[config.mk]
export PLATFORM = sky130hd
export DESIGN_NAME = sa_ctrl_flat
export DESIGN_NICKNAME = d
export VERILOG_FILES = /design/src/hw/sa_pkg.sv /design/src/hw/sa_ctrl_if.sv /design/src/hw/sa_ctrl.sv /design/src/flat_wrapper.sv
export SDC_FILE = /design/constraint.sdc
export NUM_CORES = 1
export LEC_CHECK = 0
export BUFFER_PORTS_ARGS = -buffer_cell sky130_fd_sc_hd__buf_2
export CORE_UTILIZATION = 28
export CTS_CLUSTER_DIAMETER = 120
export DETAILED_ROUTE_END_ITERATION = 12
export PLACE_DENSITY = 0.45
export SLEW_MARGIN = 20
export SYNTH_ARGS = -nofsm -noshare
export SYNTH_HDL_FRONTEND = slang
export SYNTH_SLANG_ARGS = --single-unit
[constraint.sdc]
create_clock -name clk -period 2.7 [get_ports clk]
set_clock_uncertainty 0.15 [all_clocks]
set_input_delay 0.54 -clock clk [delete_from_list [all_inputs] [get_ports clk]]
set_output_delay 0.54 -clock clk [all_outputs]
set_load 0.02 [all_outputs]
[src/hw/sa_pkg.sv]
//////////////////////////////////////////////////
// Fixed 8x8 engine. T is 1 to 8, and 0 is not supported
// Score and output widths hold the worst-case 8-bit products
//////////////////////////////////////////////////
package sa_pkg;

	localparam int DIM        = 8;
	localparam int IDX_W      = 3;
	localparam int ROWS_W     = 4;
	localparam int DATA_W     = 8;
	localparam int QKV_W      = 19;
	localparam int SCORE_W    = 41;
	localparam int OUT_W      = 64;
	localparam int ROWS_RESET = 8;
	localparam int SCORE_DIV  = 3;

	// Element types, all two's complement
	typedef logic signed [DATA_W-1:0]  data_t;
	typedef logic signed [QKV_W-1:0]   qkv_t;
	typedef logic signed [SCORE_W-1:0] score_t;
	typedef logic signed [OUT_W-1:0]   out_t;

	// Counters and row count
	typedef logic [IDX_W-1:0]  idx_t;
	typedef logic [ROWS_W-1:0] rows_t;

	// Job phases, each load phase is 64 cycles
	typedef enum logic [2:0] {
		PH_IDLE,
		PH_LOAD_Q,
		PH_LOAD_K,
		PH_LOAD_V,
		PH_OUTPUT
	} phase_e;

endpackage

[src/hw/sa_ctrl_if.sv]
//////////////////////////////////////////////////
// All signals are registered in the controller
//////////////////////////////////////////////////
`timescale 1ns/1ps

interface sa_ctrl_if;
	import sa_pkg::*;

	phase_e phase;
	idx_t   row;
	idx_t   col;
	// Current X element is in a row below T
	logic   x_write;

	modport ctrl (
		output phase, row, col, x_write
	);

	modport dp (
		input phase, row, col, x_write
	);

endinterface

[src/hw/sa_ctrl.sv]
//////////////////////////////////////////////////
// t_rows is taken only on the first in_valid cycle while idle
// No handshake. A job runs to its end once started
//////////////////////////////////////////////////
`timescale 1ns/1ps

module sa_ctrl (
	input  logic          clk,
	input  logic          rst_n,
	input  logic          in_valid,
	input  sa_pkg::rows_t t_rows,
	sa_ctrl_if.ctrl       ctl
);
	import sa_pkg::*;

	phase_e phase_nxt;
	idx_t   row_nxt;
	idx_t   col_nxt;
	rows_t  t_reg;
	rows_t  t_nxt;
	logic   col_last;
	logic   row_last;
	logic   mat_last;

	// Output phase stops after T rows, load phases after 8
	assign col_last = (ctl.col == idx_t'(DIM - 1));
	assign row_last = (ctl.phase == PH_OUTPUT) ? (rows_t'(ctl.row) == rows_t'(t_reg - 1'b1))
	                                           : (ctl.row == idx_t'(DIM - 1));
	assign mat_last = col_last && row_last;

	assign t_nxt = (ctl.phase == PH_IDLE && in_valid) ? t_rows : t_reg;

	// Next phase is the look-ahead; registered it lines up with staged inputs
	always_comb begin
		phase_nxt = ctl.phase;
		case (ctl.phase)
			PH_IDLE:   if (in_valid) phase_nxt = PH_LOAD_Q;
			PH_LOAD_Q: if (mat_last) phase_nxt = PH_LOAD_K;
			PH_LOAD_K: if (mat_last) phase_nxt = PH_LOAD_V;
			PH_LOAD_V: if (mat_last) phase_nxt = PH_OUTPUT;
			PH_OUTPUT: if (mat_last) phase_nxt = PH_IDLE;
		endcase
	end

	// Row/column walk, held at origin while idle
	always_comb begin
		col_nxt = '0;
		row_nxt = '0;
		if (ctl.phase != PH_IDLE) begin
			col_nxt = col_last ? '0 : ctl.col + 1'b1;
			row_nxt = ctl.row;
			if (col_last) begin
				row_nxt = row_last ? '0 : ctl.row + 1'b1;
			end
		end
	end

	always_ff @(posedge clk or negedge rst_n) begin
		if (!rst_n) begin
			ctl.phase   <= PH_IDLE;
			ctl.row     <= '0;
			ctl.col     <= '0;
			ctl.x_write <= 1'b1;
			t_reg       <= rows_t'(ROWS_RESET);
		end else begin
			ctl.phase   <= phase_nxt;
			ctl.row     <= row_nxt;
			ctl.col     <= col_nxt;
			ctl.x_write <= (rows_t'(row_nxt) < t_nxt);
			t_reg       <= t_nxt;
		end
	end

endmodule

[src/flat_wrapper.sv]
// flat-port wrapper written by rule: the top's interface ports become plain ports
module sa_ctrl_flat import sa_pkg::*;
  (clk, rst_n, in_valid, t_rows, ctl_phase, ctl_row, ctl_col, ctl_x_write);
  sa_ctrl_if ctl_i ();
  input  logic clk;
  input  logic rst_n;
  input  logic in_valid;
  input  sa_pkg::rows_t t_rows;
  output wire logic [$bits(ctl_i.phase)-1:0] ctl_phase;
  output wire logic [$bits(ctl_i.row)-1:0] ctl_row;
  output wire logic [$bits(ctl_i.col)-1:0] ctl_col;
  output wire logic [$bits(ctl_i.x_write)-1:0] ctl_x_write;
  assign ctl_phase = ctl_i.phase;
  assign ctl_row = ctl_i.row;
  assign ctl_col = ctl_i.col;
  assign ctl_x_write = ctl_i.x_write;
  sa_ctrl u_core (.clk(clk), .rst_n(rst_n), .in_valid(in_valid), .t_rows(t_rows), .ctl(ctl_i));
endmodule
==> impl_summary.log <==
INFO  metric report.final.setup_viol = 0
INFO  metric cts_tree = yes
INFO  metric timing.max_slew.rel_slack = 77.61%
INFO  metric static-leakage-power = 0.5206 nW
INFO  metric syn_avg_cell_area = 10.70 µm²
INFO  metric routability_driven_placement_congestion_ratio = 0.7390
INFO  metric grt_setup_unrepaired = yes
INFO  metric synth_fp_nets = 93
INFO  metric antenna_found_initial = 0
INFO  metric cp_data_arrival_time = 2.67 ns
INFO  metric route.detailed.vias_per_inst = 4.986
INFO  metric dr.pass1.iters = 2
INFO  metric critPathSlowestCell = dfrtp_1
INFO  metric number_of_enable_type_register_cells_in_the_synthesized_netlist = 0
INFO  metric fin_nets = 124
INFO  metric cp_bufs_invs = 1
INFO  metric drt_wirelength = 1873 µm
INFO  metric worst_path_largest_cell_delay = 0.41 ns
INFO  metric route.vias.total = 703
INFO  metric largest_net_degree_at_the_start_of_global_routing = 15
INFO  metric cells_along_the_critical_path = inv_2 > ha_4 > xnor3_1 > a32o_2 > a32oi_2 > nor2_4 > nor3_4 > ha_1 > nand2_1 > or3_1 > a21oi_2 > o21bai_1
INFO  metric portBuffers = 16
INFO  metric finalWorstPathRequiredPeriod = 2.616 ns
INFO  metric share_of_the_yosys_chip_area_belonging_to_registers = 41.23%
INFO  metric post-layout-total-power = 1.336 mW
INFO  metric htreeDepth = 1
INFO  metric clk-insertion-delay-late = 0.28 ns
INFO  metric power-per-cell-area = 1172 nW/µm²
INFO  metric largest_reg_flops = 4
INFO  metric clk_pin_slew_worst_paths = 0.09 ns
INFO  metric via_count_of_the_first_global_routing_pass = 687
INFO  metric top_level_ports = 17
INFO  metric fin_hold_ws = -0.008925 ns
INFO  metric critical_path_peak_fanout = 3
INFO  metric grt_overflow = 0
INFO  metric dr.first_iter.drc_count = 15
INFO  metric outcome = finished with violations
INFO  metric clock_sinks = 14
INFO  metric overall_die_area = 3282 µm²
INFO  metric violations = hold timing
INFO  metric final_core_util = 40.29%
INFO  metric worst_ir_drop_vdd = 483.4 µV
INFO  metric maxCapViolations = 0
INFO  metric worst-slew-pin-transition = 0.3331 ns
INFO  metric p_int = 0.7579 mW
INFO  metric layout.cells.non_filler = 141
INFO  metric dpl.hpwl = 1465 µm
INFO  metric finalCritPeriodShare = 96.89%
INFO  metric yosysWarnings = 0
INFO  metric drt.antenna.violating_nets = 0
INFO  metric design.core.area = 2829 µm²
INFO  metric min_path_type = in -> async
INFO  metric p_sw_share = 43.28%
INFO  metric power.share.sequential = 30.0%
INFO  metric numCtsBuffers = 3
INFO  metric timing.critical_path.to_type = register
INFO  metric power.clock.fraction = 9.5%
INFO  metric crit_family = compound AO/OA/AOI/OAI gates
INFO  metric grt_pass1_wl = 3098 µm
INFO  metric chipWidth = 57.29 µm
INFO  metric combinationalPowerShare = 60.6%
INFO  metric yosys_register_bits = 14
INFO  metric floorplan.initialDensity = 30.25%
INFO  metric cts.root.buffer_cell = clkbuf_4
INFO  metric report.final.slew_viol_count = 0
INFO  metric power.switching = 0.5783 mW
INFO  metric yosys_most_used_dff = dfrtp_1
INFO  metric postSynth.asyncResetShare = 100.0%
INFO  metric routed_wire_length_per_instance = 13.28 µm
INFO  metric final_layout_size_suffix_gt1_share = 47.27%
INFO  metric path_class = reg -> reg
INFO  metric startpoint_type = register
INFO  metric hold_violations = 7
INFO  metric clock_path_buffers = 2
INFO  metric die_height = 57.29 µm
INFO  metric placed_cells = 136
INFO  metric netlist_instances = 80
INFO  metric antenna-diode-count = 0
INFO  metric synth.cell_area = 855.8 µm²
INFO  metric setup-tns-final = 0 ns
INFO  metric drc_errors = 0
INFO  metric area.growth.synth_to_final = 33.19%
INFO  metric max_freq = 382.3 MHz
INFO  metric grt_use_total = 12.77%
INFO  metric critical_path_required = 2.75 ns
INFO  metric synth.lib_cells_used.distinct = 36
INFO  metric row_count = 19
## synth_stat cells, types with 2 or more instances
cell type	count	area [µm²]
a21oi_1	4	20.02
nor3_1	4	20.02
nor2_1	7	26.28
nand2_1	3	11.26
inv_1	5	18.77
dfrtp_1	12	300.3
mux2i_1	2	20.02
dfstp_2	2	52.55
xor2_1	2	17.52
xnor2_1	2	17.52
buf_2	2	10.01
a32o_1	2	20.02
o21ai_1	2	10.01
ha_1	6	75.07
nor2b_1	4	25.02
## power by group through the flow
stage                     sequential [mW]  combinational [mW]  clock, mW
after floorplan                     0.471               0.408          0
after CTS                           0.398               0.768      0.131
final                               0.400               0.809      0.127
after global placement              0.399               0.724          0
after detailed placement            0.401               0.728          0
after global routing                0.417               0.908      0.140
## layer usage
metal / up-vias / GRT usage, % / share of wire, % / routed length, µm
met3: 2 / 2.041 / 1.9 / 35
met5: - / 0 / 0 / 0
met2: 5 / 20.34 / 47 / 877
li1: 359 / - / - / -
met4: 0 / 6.272 / 0.85 / 16
met1: 337 / 16.93 / 50 / 944
## final timing paths
path / start / endpoint / slack (ns) / cells after the start
setup / recovery: u_core.t_reg[1] / u_core.ctl.x_write / 0.08 / 12
hold / removal: rst_n / u_core.ctl.row[0] / -0.009 / 1
setup reg to reg: u_core.t_reg[1] / u_core.ctl.x_write / 0.08 / 12
hold reg to reg: u_core.ctl.col[0] / u_core.ctl.col[0] / 0.33 / 1
max in group asynchronous: rst_n / u_core.ctl.x_write / 2.10 / 1
min in group clk: u_core.ctl.col[0] / u_core.ctl.col[0] / 0.33 / 1
## repair_timing
item / in CTS / in global routing
buffers inserted: 1 / 0
hold buffers: 0 / 0
setup endpoints to repair: 1 / 1
resized for setup: 5 / 9
pin swaps: 1 / 5
## stage by stage
step	setup slack, ns	cell area (µm²)
global placement	-0.05637	1047
global route	-0.07698	1140
floorplan	0.1186	855.8
CTS	0.01040	1100
detailed placement	-0.06743	1047
finish	0.08410	1140
## cells in the final DEF (no fill, tap or decap), drive strengths merged, types with 2 or more instances in the layout
cell type | netlist | final
xor2 | 2 | 2
a21oi | 4 | 4
o21ai | 3 | 3
xnor2 | 2 | 2
nor2b | 4 | 4
inv | 5 | 5
nor4 | 2 | 2
nand2 | 3 | 3
clkbuf | 0 | 4
mux2i | 2 | 2
buf | 3 | 29
dfrtp | 12 | 12
nor3 | 5 | 5
ha | 6 | 6
o31ai | 2 | 2
dfstp | 2 | 2
a32oi | 2 | 2
a32o | 3 | 3
nor2 | 7 | 7
## cell type report
type / count / area (µm²)
clock buffer: 4 / 26.28
multi-input combinational: 58 / 524.3
inverter: 5 / 18.77
timing repair buffer: 29 / 177.7
fill: 289 / 1689
tap: 31 / 38.79
sequential: 14 / 354.1
## cell families (layout without fill, tap and decap cells)
group	after synthesis	count (layout)	synth area share, %
simple gates	26	26	17.98
mux	3	3	3.655
compound gates	18	18	17.40
fa+ha+maj	6	6	8.772
buf+inv	8	38	4.240
xor+xnor	5	5	6.726
flops	14	14	41.23
Power figures use the tool's default switching activity.
